<file path="config.mk">
export PLATFORM = sky130hd
export DESIGN_NAME = amoDataMem
export DESIGN_NICKNAME = d
export VERILOG_FILES = /design/src/source/amoPkg.sv /design/src/source/amoDataMem.sv
export SDC_FILE = /design/constraint.sdc
export NUM_CORES = 2
export LEC_CHECK = 0
export BUFFER_PORTS_ARGS = -buffer_cell sky130_fd_sc_hd__buf_4
export CORE_MARGIN = 8
export CORE_UTILIZATION = 50
export CTS_BUF_LIST = sky130_fd_sc_hd__clkbuf_2 sky130_fd_sc_hd__clkbuf_4 sky130_fd_sc_hd__clkbuf_8
export DETAILED_ROUTE_END_ITERATION = 16
export PLACE_DENSITY = 0.71
export SLEW_MARGIN = 20
export SYNTH_ARGS = -nofsm -noshare
export SYNTH_HDL_FRONTEND = slang
export SYNTH_SLANG_ARGS = --single-unit
export TNS_END_PERCENT = 20
</file>
<file path="constraint.sdc">
create_clock -name clk -period 5.2 [get_ports clk]
set_input_delay 0.26 -clock clk [delete_from_list [all_inputs] [get_ports clk]]
set_output_delay 0.26 -clock clk [all_outputs]
set_load 0.02 [all_outputs]
</file>
<file path="src/source/amoPkg.sv">
// Shared sizes, enums and the request type, imported by every module of the AMO unit
package amoPkg;

	// ====================
	// Sizes
	// ====================

	// Width of one memory word and of a request operand
	localparam int dataWidth = 64;

	// Local data memory geometry
	localparam int memDepth = 64;
	localparam int addrWidth = 6;

	// Narrowest lane, and how many lane sizes exist (8, 16, 32, 64)
	localparam int byteWidth = 8;
	localparam int laneKinds = 4;

	// ====================
	// Encodings
	// ====================

	// Read-modify-write operations
	typedef enum logic [3:0]
	{
		amoSwap,
		amoAdd,
		amoAnd,
		amoOr,
		amoXor,
		amoShl,
		amoShr,
		amoMin,
		amoMax,
		amoMinU,
		amoMaxU
	} amoOp_e;

	// Lane size used by add, shifts and min/max
	typedef enum logic [1:0]
	{
		laneByte,
		laneHalf,
		laneWord,
		laneDouble
	} laneSize_e;

	// Sequencer states, one per cycle of an AMO
	typedef enum logic [1:0]
	{
		stIdle,
		stRead,
		stWrite,
		stDone
	} amoState_e;

	// Decoded request as it arrives with the start strobe
	typedef struct packed
	{
		amoOp_e op;
		laneSize_e laneSize;
		logic [addrWidth-1:0] addr;
		logic [dataWidth-1:0] operand;
	} amoReq_t;

endpackage

</file>
<file path="src/source/amoDataMem.sv">
// Local data memory of the AMO unit, one registered read port and one write port
`timescale 1ns/1ps

module amoDataMem
(
	input logic clk,
	input logic [amoPkg::addrWidth-1:0] rdAddr,
	output logic [amoPkg::dataWidth-1:0] rdData,
	input logic we,
	input logic [amoPkg::addrWidth-1:0] wrAddr,
	input logic [amoPkg::dataWidth-1:0] wrData
);

	import amoPkg::*;

	// Storage, contents undefined until written
	logic [dataWidth-1:0] mem [memDepth];

	// Write on the clock edge
	always_ff @(posedge clk)
	begin
		if (we)
		begin
			mem[wrAddr] <= wrData;
		end
	end

	// Registered read; a read and write to the same word
	// in one cycle returns the word as it was before the write
	always_ff @(posedge clk)
	begin
		rdData <= mem[rdAddr];
	end

endmodule

</file>
-- Yosys cells after proc, flatten, opt, wreduce, memory -nomap -nowiden
Memories as Yosys holds them, arrays and structs flattened. A register that Yosys moved wholly into a read port is not among the register bits.
Cells that the tools add are included.
- muxes and demuxes: 2
- operators with widths (kind ; count):
    $mux W1 ; 2
- register bits after elaboration: 0
- memory bits (writable): 4096
- input bits: 78
- word-level logic and storage cells: 3
- memories: 1
- memory list (name ; words ; bits a word ; read ports ; clocked after Yosys merged registers in ; write ports ; RTL line ; text):
    mem ; 64 ; 64 ; 1 ; 1 ; 1 ; amoDataMem.sv:17 ; logic [dataWidth-1:0] mem [memDepth];

-- Depth between registers and ports, before layout
- depth after elaboration: 2
- mapped depth: 9

-- Worst setup path before layout
No wires, ideal clock.
- path kind: input to register
- from: input port wrAddr[3] (netlist name)
- to: memory mem[48][0], enable pin
- setup time: 0.564 ns
- data arrival time: 5.132 ns
- data required time: 4.636 ns
- path slack: -0.496 ns
- stages on the path: 4
- cells stage by stage: clkbuf_1 nor2b_1 nand4b_1 nor3_1
- RTL lines (item ; RTL line ; text):
    start: declaration ; amoDataMem.sv:10 ; input logic [amoPkg::addrWidth-1:0] wrAddr,
    end: declaration ; amoDataMem.sv:17 ;
No word-level cell before the write port.

-- Final worst setup path
- from: input port wrAddr[3] (netlist name)
- to: memory mem[55][19], enable pin
No word-level cell before the write port.

==> run_results.csv <==
group,metric,value,unit
timing,rsz0062_at_grt,"false",
synthesis,syn-mean-instance-area,23.7,µm²
timing,tightestPinTransition,1.22,ns
grt,track_usage,0.247,
timing,clock.fmax,0.354,GHz
clock_network,root_buffer,"clkbuf_8",
synthesis,synth_top_area_frac,0.787,
timing,slew_headroom,0.183,
timing,period_share,0.544,
final_layout,drive_above_1_share,0.322,
clock_network,cts_setup_buffers,0,
timing,tns,0,ns
power_and_ir_drop,ir_drop,0.325,mV
synthesis,synth-warning-count,0,
worst_setup_path,cpMostUsedCell,"dlygate4sd3_1",
clock_network,clk_latency,1.23,ns
clock_network,cts_tree,"built",
detailed_routing,vias_per_cell,6.49,
placed_design,dp_hpwl,218,mm
timing,hold_slack,0.0869,ns
grt,antenna_found_initial,20,
worst_setup_path,crit_path_start_kind,"input pin",
power_and_ir_drop,leakage,55.8,nW
worst_setup_path,crit_required,5.99,ns
die,chipWidth,575,µm
final_layout,post-route-cell-area,178000,µm²
synthesis,netlist_top_cells_area,"edfxtp_1, mux4_2, mux2i_1, dfxtp_1, a22oi_1",
run_status,outcome,"complete, no violations",
synthesis,seq_area_frac_synth,0.795,
grt,grt_pass1_wl,583,mm
grt,grt_remaining_overflow,0,
detailed_routing,wl,416,mm
synthesis,yosysTopAreaCell,"edfxtp_1",
synthesis,syn_area,156000,µm²
die,initial_core_util,0.502,
worst_setup_path,end_kind,"register",
worst_hold_path,hold_path_class,"input pin to register",
die,core_area,312000,µm²
detailed_routing,routedWlPerCell,34.8,µm
detailed_routing,drc,0,
worst_setup_path,arrival,3.62,ns
final_layout,regArea,124000,µm²
timing,drv_slew,0,
final_layout,nNetsFinal,7380,
clock_network,clkTransAtPathRegs,0.06,ns
worst_setup_path,cp_slowest_stage_delay,0.87,ns
detailed_routing,num_vias,77600,
detailed_routing,first_pass_iters,6,
final_layout,areaGrowthSynthToFinish,13.6,%
timing,clock_skew,0.0808,ns
placed_design,place.gp.congestion,0.783,
worst_setup_path,cp_slowest_cell,"nor2_4",
detailed_routing,dr.first_iter.drc_count,10500,
synthesis,ys_ff_latch,4160,
grt,first_global_vias,78500,
run,drv_cap,0,
clock_network,cts_resized,0,
final_layout,fillers,21900,
synthesis,yosys.cell_types.count,33,
timing,finalSetupViolations,0,
worst_setup_path,crit_fanout,46,
synthesis,netlist_instances,6598,
clock_network,hold_buffers,77,
die,fp-row-count,205,
clock_network,cts_buffers,630,
die,die-area,331000,µm²
worst_setup_path,crit_type,"input pin to register",
die,io_pins,142,
grt,grt_max_degree,96,
clock_network,cts_buffer_depth,4,
placed_design,portBuffers,141,
final_layout,multi_input_area,30800,µm²
power_and_ir_drop,p_per_area,379,nW/µm²
placed_design,placed_area,164000,µm²
die,die_h,575,µm
synthesis,syn_nets,6676,
timing,finalHoldViolations,0,
clock_network,htree_num_levels,6,
timing,fin_crit,2.83,ns
worst_setup_path,cp_cell_sequence,"dlygate4sd3_1 > buf_4 > nor2b_1 > nand4_1 > dlygate4sd3_1 > nor2_4 > buf_12",
detailed_routing,final_antenna_net_count,0,
clock_network,cts.sinks,4160,
## through the flow
step / worst slack, ns / std cells / power (mW) / util
6_report: 2.37 / 12000 / 67.3 / 0.570
5_1_grt: 2.39 / 12000 / 69.2 / 0.570
4_1_cts: 2.48 / 11900 / 67.7 / 0.570
3_5_place_dp: 1.91 / 10700 / 41.2 / 0.527
3_3_place_gp: 1.82 / 10700 / 41.2 / 0.526
2_1_floorplan: -0.490 / 6598 / 39.7 / -
## report_power, final
| group | total [mW] | internal [mW] | switching, mW |
|---|---|---|---|
| clock | 26.7 | 13.9 | 12.9 |
| sequential | 37.3 | 37.1 | 0.175 |
| combinational | 3.29 | 1.26 | 2.03 |
## final timing paths
| path | from | endpoint | slack, ns | cells after the start |
|---|---|---|---|---|
| max | wrAddr[3] | mem[55][19] | 2.37 | 7 |
| max reg2reg | mem[13][14] | rdData[14] | 2.98 | 5 |
| min reg2reg | mem[54][10] | rdData[10] | 0.82 | 4 |
| min | rdAddr[0] | rdData[10] | 0.09 | 5 |
## layer usage
metal | routed length, µm | GRT usage
met1 | 150000 | 0.330
met2 | 201000 | 0.401
met3 | 47300 | 0.0555
met4 | 17200 | 0.0920
met5 | 90 | 0
## state kept, by name, summed over array words and instances, names as in the netlist
| name | count |
|---|---|
| mem | 4096 |
| rdData | 64 |
## layout make-up
class                           instances  share of cell area
Clock inverter                        254              0.0104
Multi-Input combinational cell       2049               0.173
Inverter                               19            0.000402
Antenna cell                            8            0.000113
Clock buffer                          886              0.0604
Tap cell                             4140              0.0292
Timing Repair Buffer                  442              0.0264
Sequential cell                      4160               0.700
## logic make-up (layout without fill, tap and decap cells)
family                 after synthesis  after routing  synth area share
multiplexers                      1159           1159             0.156
buffers and inverters              389           1601            0.0118
AO/OA/AOI/OAI                      504            504            0.0248
flip-flops                        4160           4160             0.795
other                                0              8                 0
AND/OR/NAND/NOR                    386            386            0.0124
## cell usage after synthesis (all sizes together)
cell type,count
o22ai,83
or3,29
and2,3
buf,230
and3,64
or3b,1
a31o,1
a211oi,63
inv,19
mux4,1024
nor2,112
nor2b,28
mux2i,135
nand4b,1
nand4,2
nand2b,11
edfxtp,4096
a31oi,18
a41oi,26
dfxtp,64
nor3,2
o221ai,38
clkbuf,140
nand3b,2
or2,28
a22o,88
a22oi,168
nand3,45
nand2,58
a2bb2oi,19
## worst max-delay path, delay by kind of cell
kind                   cells  cell delay (ns)
buffers and inverters      4             1.94
and+or+nand+nor            3             1.24
## placed cells by master (no fill, tap or decap), types with 6 or more instances in the layout
cell type	netlist	layout
a41oi_1	26	26
a2bb2oi_1	19	19
mux2i_1	135	135
a22oi_1	168	168
a22o_1	88	88
diode_2	0	8
nor2_1	112	47
inv_12	0	20
dfxtp_1	64	64
inv_6	0	10
clkbuf_8	0	651
o221ai_1	38	38
and3_1	64	64
a31oi_1	18	18
clkinv_8	0	12
inv_8	0	10
inv_16	0	8
clkinv_1	0	125
nand2b_1	11	8
inv_1	19	19
mux4_2	1024	1024
edfxtp_1	4096	4096
or3_1	29	29
clkbuf_4	0	235
a211oi_1	63	63
buf_12	0	88
or2_2	28	28
nor2b_1	28	24
nor2_4	0	65
nand2_1	58	55
nand3_1	45	45
o22ai_1	83	83
clkinv_2	0	60
dlygate4sd3_1	0	77
bufinv_16	0	6
buf_4	34	272
Note: power is estimated with default switching activity, not from simulation.
