## src/source/amoPkg.sv

```systemverilog
// Shared sizes, enums and the request type, imported by every module of the AMO unit
package amoPkg;

	// ====================
	// Sizes
	// ====================

	// Width of one memory word and of a request operand
	localparam int dataWidth = 64;

	// Local data memory geometry
	localparam int memDepth = 64;
	localparam int addrWidth = 6;

	// Narrowest lane, and how many lane sizes exist (8, 16, 32, 64)
	localparam int byteWidth = 8;
	localparam int laneKinds = 4;

	// ====================
	// Encodings
	// ====================

	// Read-modify-write operations
	typedef enum logic [3:0]
	{
		amoSwap,
		amoAdd,
		amoAnd,
		amoOr,
		amoXor,
		amoShl,
		amoShr,
		amoMin,
		amoMax,
		amoMinU,
		amoMaxU
	} amoOp_e;

	// Lane size used by add, shifts and min/max
	typedef enum logic [1:0]
	{
		laneByte,
		laneHalf,
		laneWord,
		laneDouble
	} laneSize_e;

	// Sequencer states, one per cycle of an AMO
	typedef enum logic [1:0]
	{
		stIdle,
		stRead,
		stWrite,
		stDone
	} amoState_e;

	// Decoded request as it arrives with the start strobe
	typedef struct packed
	{
		amoOp_e op;
		laneSize_e laneSize;
		logic [addrWidth-1:0] addr;
		logic [dataWidth-1:0] operand;
	} amoReq_t;

endpackage

```

## src/source/amoSequencer.sv

```systemverilog
// AMO control FSM, steps each request through read, write-back and done, and arbitrates host writes
`timescale 1ns/1ps

module amoSequencer
(
	input logic clk,
	input logic arstN,

	// Request side
	input logic start,
	input amoPkg::amoReq_t req,

	// Host preload port
	input logic hostWe,
	input logic [amoPkg::addrWidth-1:0] hostAddr,
	input logic [amoPkg::dataWidth-1:0] hostData,

	// Memory read port
	output logic [amoPkg::addrWidth-1:0] rdAddr,
	input logic [amoPkg::dataWidth-1:0] rdData,

	// ALU result and memory write port
	input logic [amoPkg::dataWidth-1:0] newData,
	output logic memWe,
	output logic [amoPkg::addrWidth-1:0] memAddr,
	output logic [amoPkg::dataWidth-1:0] memData,

	// ALU controls
	output amoPkg::amoOp_e aluOp,
	output amoPkg::laneSize_e aluLane,
	output logic [amoPkg::dataWidth-1:0] aluOperand,

	// Response
	output logic busy,
	output logic done,
	output logic [amoPkg::dataWidth-1:0] oldData
);

	import amoPkg::*;

	amoState_e state;
	amoState_e stateNext;

	// Request held for the whole operation
	amoReq_t reqQ;

	logic accept;

	// ====================
	// State machine
	// ====================

	// A start while busy is dropped
	assign accept = (state == stIdle) && start;

	always_comb
	begin
		stateNext = state;
		case (state)
			stIdle:
			begin
				if (accept)
				begin
					stateNext = stRead;
				end
			end
			stRead:
			begin
				stateNext = stWrite;
			end
			stWrite:
			begin
				stateNext = stDone;
			end
			default:
			begin
				stateNext = stIdle;
			end
		endcase
	end

	always_ff @(posedge clk or negedge arstN)
	begin
		if (!arstN)
		begin
			state <= stIdle;
		end
		else
		begin
			state <= stateNext;
		end
	end

	always_ff @(posedge clk)
	begin
		if (accept)
		begin
			reqQ <= req;
		end
	end

	// ====================
	// Datapath control
	// ====================

	// Read address is presented in stRead, data arrives for stWrite
	assign rdAddr = reqQ.addr;

	assign aluOp = reqQ.op;
	assign aluLane = reqQ.laneSize;
	assign aluOperand = reqQ.operand;

	// Write-back owns the port in stWrite, host gets it only when idle and no start
	always_comb
	begin
		if (state == stWrite)
		begin
			memWe = 1'b1;
			memAddr = reqQ.addr;
			memData = newData;
		end
		else
		begin
			memWe = hostWe && (state == stIdle) && !start;
			memAddr = hostAddr;
			memData = hostData;
		end
	end

	// Old word is kept for the response
	always_ff @(posedge clk or negedge arstN)
	begin
		if (!arstN)
		begin
			oldData <= '0;
		end
		else if (state == stWrite)
		begin
			oldData <= rdData;
		end
	end

	assign busy = (state != stIdle);
	assign done = (state == stDone);

endmodule

```

## config.mk

```make
export PLATFORM = sky130hd
export DESIGN_NAME = amoSequencer
export DESIGN_NICKNAME = d
export VERILOG_FILES = /design/src/source/amoPkg.sv /design/src/source/amoSequencer.sv
export SDC_FILE = /design/constraint.sdc
export NUM_CORES = 1
export LEC_CHECK = 0
export BUFFER_PORTS_ARGS = -buffer_cell sky130_fd_sc_hd__buf_2
export CAP_MARGIN = 0
export CORE_AREA = 5 5 189 191
export DETAILED_ROUTE_END_ITERATION = 16
export DIE_AREA = 0 0 194 196
export PLACE_DENSITY_LB_ADDON = 0.2
export SYNTH_ARGS = -nofsm -noshare
export SYNTH_HDL_FRONTEND = slang
export SYNTH_SLANG_ARGS = --single-unit
```

## constraint.sdc

```tcl
create_clock -name clk -period 13.1 [get_ports clk]
set_input_delay 1.31 -clock clk [delete_from_list [all_inputs] [get_ports clk]]
set_output_delay 1.31 -clock clk [all_outputs]
set_load 0.005 [all_outputs]
```

-- After elaboration in Yosys (flattened, before gate mapping)
Cells that the tools add are included.
- register bits after elaboration: 142
- bits in latches: 0
- bits in writable memories: 0
- bits in read-only memories: 0
- bits of input ports: 278
- output and inout bits: 213
- word-level logic and storage cells: 21
- memories: 0
- add/sub/neg operators: 0
- multipliers: 0
- divide/modulo/power cells: 0
- order comparisons: 0
- eq/ne operators: 4
- shift-type cells: 0
- mux-type cells: 5
- bitwise logic cells: 0
- reduce and logical (&&, ||, !) cells: 6
- operator list (kind ; number):
    $mux W64 ; 1
    $mux W6 ; 1
    $pmux W2 S3 ; 1
    $eq A2 B2 Y1 const B ; 2
    $logic_and A1 B1 Y1 ; 3
    $eq A2 B1 Y1 const B ; 1
    $logic_not A2 Y1 ; 1
    $mux W2 ; 1
    $ne A2 B2 Y1 const B ; 1
    $reduce_bool A2 Y1 ; 1
    $logic_not A1 Y1 ; 1
    $mux W1 ; 1

-- Depth between registers and ports, before layout
- word-level depth: 4
- gate-level depth with buffers: 7
- gate-level depth less buffers: 4

-- Worst setup path after synthesis
OpenSTA, ideal clock, no wires.
- path type: input -> register
- start: input port start
- end: register reqQ, in the netlist aluLane[0], enable pin
- setup time: 510 ps
- data arrival time: 4531 ps
- data required time: 12590 ps
- setup slack: 8059 ps
- cell stages on the path: 2
- buffers on the path: 0
- cell sequence: inv_1 nor2_1
- cells in the longest elaborated chain, start to end: 1
- ends and longest elaborated chain (what ; line ; text):
    from (decl) ; amoSequencer.sv:10 ; input logic start,
    $logic_and A1 B1 Y1 ; amoSequencer.sv:54 ; assign accept = (state == stIdle) && start;
    via accept ; amoSequencer.sv:47 ; logic accept;
    to (signal assigned) ; amoSequencer.sv:98 ; reqQ <= req;
    to (decl) ; amoSequencer.sv:45 ; amoReq_t reqQ;
The timed path passes the listed nets, and every way through them passes these cells.
A chain may end at the register's enable or synchronous reset.

-- Worst setup path in the final report
- start: register state[0]
- end: output port memData[21] (netlist bit)
- cells in the longest elaborated chain, start to end: 2
- ends and longest elaborated chain (what ; line ; text):
    from (decl) ; amoSequencer.sv:41 ; amoState_e state;
    from (signal assigned) ; amoSequencer.sv:86 ; state <= stIdle;
    from (signal assigned) ; amoSequencer.sv:90 ; state <= stateNext;
    $eq A2 B2 Y1 ; amoSequencer.sv:116 ; if (state == stWrite)
    $mux W64 ; amoSequencer.sv:116 ;
    to (decl) ; amoSequencer.sv:26 ; output logic [amoPkg::dataWidth-1:0] memData,
Every way passes these cells.

==> impl_metrics.ini <==
[run_status]
status = finished clean

[clocking]
clk_pin_slew_ps = 60
holdBufCountCts = 0
cts.sinks = 142
cts-root-buf = clkbuf_16
cts_buffers = 17
cts_setup_buffers = 0
clock_path_buffers = 2
ctsHtreeMaxLevel = 4
clk_latency_ps = 420
cts_resized = 0
cts_tree = yes

[sta]
relSlewSlack = 0.343
fin_tns_setup_ps = 0
max_freq_mhz = 237
finalMaxSlewViolations = 0
fin_crit_sh = 0.321
hold_viol_final = 0
finalCriticalPeriod_ps = 4210
rsz0062_at_grt = no
setup_violations = 0
worst_pin_slew_ps = 985
clock_skew_ps = 3.91

[floorplan]
start_util = 0.171
dieArea_mm2 = 0.0380
io_pins = 491
die_y_um = 196
fp.dieW_um = 194
coreArea_mm2 = 0.0339
rows = 68

[global_route]
grt_pass1_vias = 5042
grt_overflow_total = 0
grt_pass1_wl_mm = 30.6
grt_use_total = 0.106
grt_max_degree = 77
antenna_found_initial = 3

[synthesis]
syn_nets = 585
yosys_warnings = 0
yosysSeqAreaShare = 0.679
synth_cell_types = 12
synth.cell_area_mm2 = 0.00579
syn_inst = 304
avgSynthCellArea_um2 = 19.0
synth_seq_cells = 142

[place]
dpl_cell_area_mm2 = 0.00875
port_buffers = 490
dp_cells = 1238
hpwl_mm = 16.9
place_congestion = 0.930

[layout]
num-nets-final = 1083
drive_gt1_frac = 0.809
finalNonFillerCells = 1271
stdcell_area_mm2 = 0.00931
area_growth_pct = 60.7

[worst_setup_path]
rr_worst_depth = 4
end_kind = output port
worstPathRequired_ps = 11790
path_max_fanout = 62
cp-start-kind = flip-flop
worstSetupPathType = flip-flop to output port
arrival_ps = 2900

[drt]
routedWlPerCell_um = 16.5
drt_pass1_iterations = 4
post_drt_via_cell_ratio = 3.65
drtIter0Drc = 121
drc = 0
ant_nets = 0
wl_mm = 21.0
vias = 4639

[worst_hold_path]
hold_depth = 1
hp-class = flip-flop to flip-flop

[pwr]
leakage_nw = 4.39
total_power_w = 0.00190
power_density_mw_per_mm2 = 204
vdd_drop_max_mv = 0.102

[run]
drv_cap = 0
## critical path, stage by stage (launching register included)
cell	delay, ps
dfrtp_1	380
inv_1	140
ha_4	590
buf_4	720
mux2_2	420
buf_2	130
## path summary, 6_finish.rpt
path                                  start          end  slack, ps
max in group asynchronous             arstN  oldData[48]      11410
min in group asynchronous             arstN  oldData[49]       1080
worst min register to register  oldData[63]  oldData[63]        500
worst max-delay path               state[0]  memData[21]       8890
worst max register to register     state[0]  oldData[18]      10640
worst min-delay path            oldData[63]  oldData[63]        500
## metrics by stage
step                      hold WS, ps  setup slack (ps)  utilization
after floorplan                   505              8060            -
after global placement            484              9330        0.258
after detailed placement          490              9300        0.258
after CTS                         504              8810        0.274
after global routing              512              8710        0.274
final                             499              8890        0.274
## registers in the layout, summed over array words and instances (netlist names)
register / cells
state: 2
rdAddr: 6
aluOp: 4
aluLane: 2
aluOperand: 64
oldData: 64
## cell type report
cell class                      count  area (um2)
Tap cell                          455         569
Fill cell                        3614       24600
Sequential cell                   142        3930
Clock inverter                      8        58.8
Clock buffer                       24         494
Antenna cell                        1        2.50
Multi-Input combinational cell    143        1750
Timing Repair Buffer              494        2480
Inverter                            4        15.0
## placed cells by master, fill, tap and decap left out
| cell | count |
|---|---|
| edfxtp_1 | 76 |
| a31o_2 | 1 |
| diode_2 | 1 |
| mux2_2 | 97 |
| ha_1 | 2 |
| inv_1 | 4 |
| ha_4 | 1 |
| a31oi_1 | 1 |
| clkinv_4 | 4 |
| clkinv_2 | 3 |
| buf_4 | 4 |
| dfrtp_1 | 66 |
| buf_2 | 490 |
| inv_6 | 1 |
| nand2b_1 | 1 |
| mux2_4 | 38 |
| nor2_1 | 1 |
| clkbuf_1 | 5 |
| nor2_4 | 1 |
| clkbuf_16 | 19 |
## cells by family after synthesis
| family | after synthesis | share of synthesized area |
|---|---|---|
| compound gates | 2 | 0.00259 |
| fa+ha+maj | 3 | 0.00648 |
| buf+inv | 19 | 0.0220 |
| flops | 142 | 0.679 |
| mux | 135 | 0.287 |
| simple gates | 3 | 0.00238 |
## cell usage after synthesis (all sizes together)
library cell  instances  area, um2
buf                  15        113
nand2b                1       6.26
a31oi                 1       6.26
edfxtp               76       2280
inv                   4       15.0
ha                    3       37.5
a31o                  1       8.76
dfrtp                66       1650
mux2                135       1660
nor2                  2       7.51
## metal layers
layer / GRT usage / part of all wire / up-vias
met5: 0 / 0.00062 / -
met4: 0.0357 / 0.013 / 2
met3: 0.0560 / 0.11 / 18
met2: 0.197 / 0.55 / 274
met1: 0.0990 / 0.33 / 2216
li1: - / - / 2129
## where the power goes
part	switching, W	internal [W]
clock	0.000191	0.000265
combinational	0.000329	0.000419
sequential	0.0000580	0.000634
Note: power is estimated with default switching activity, not from simulation.
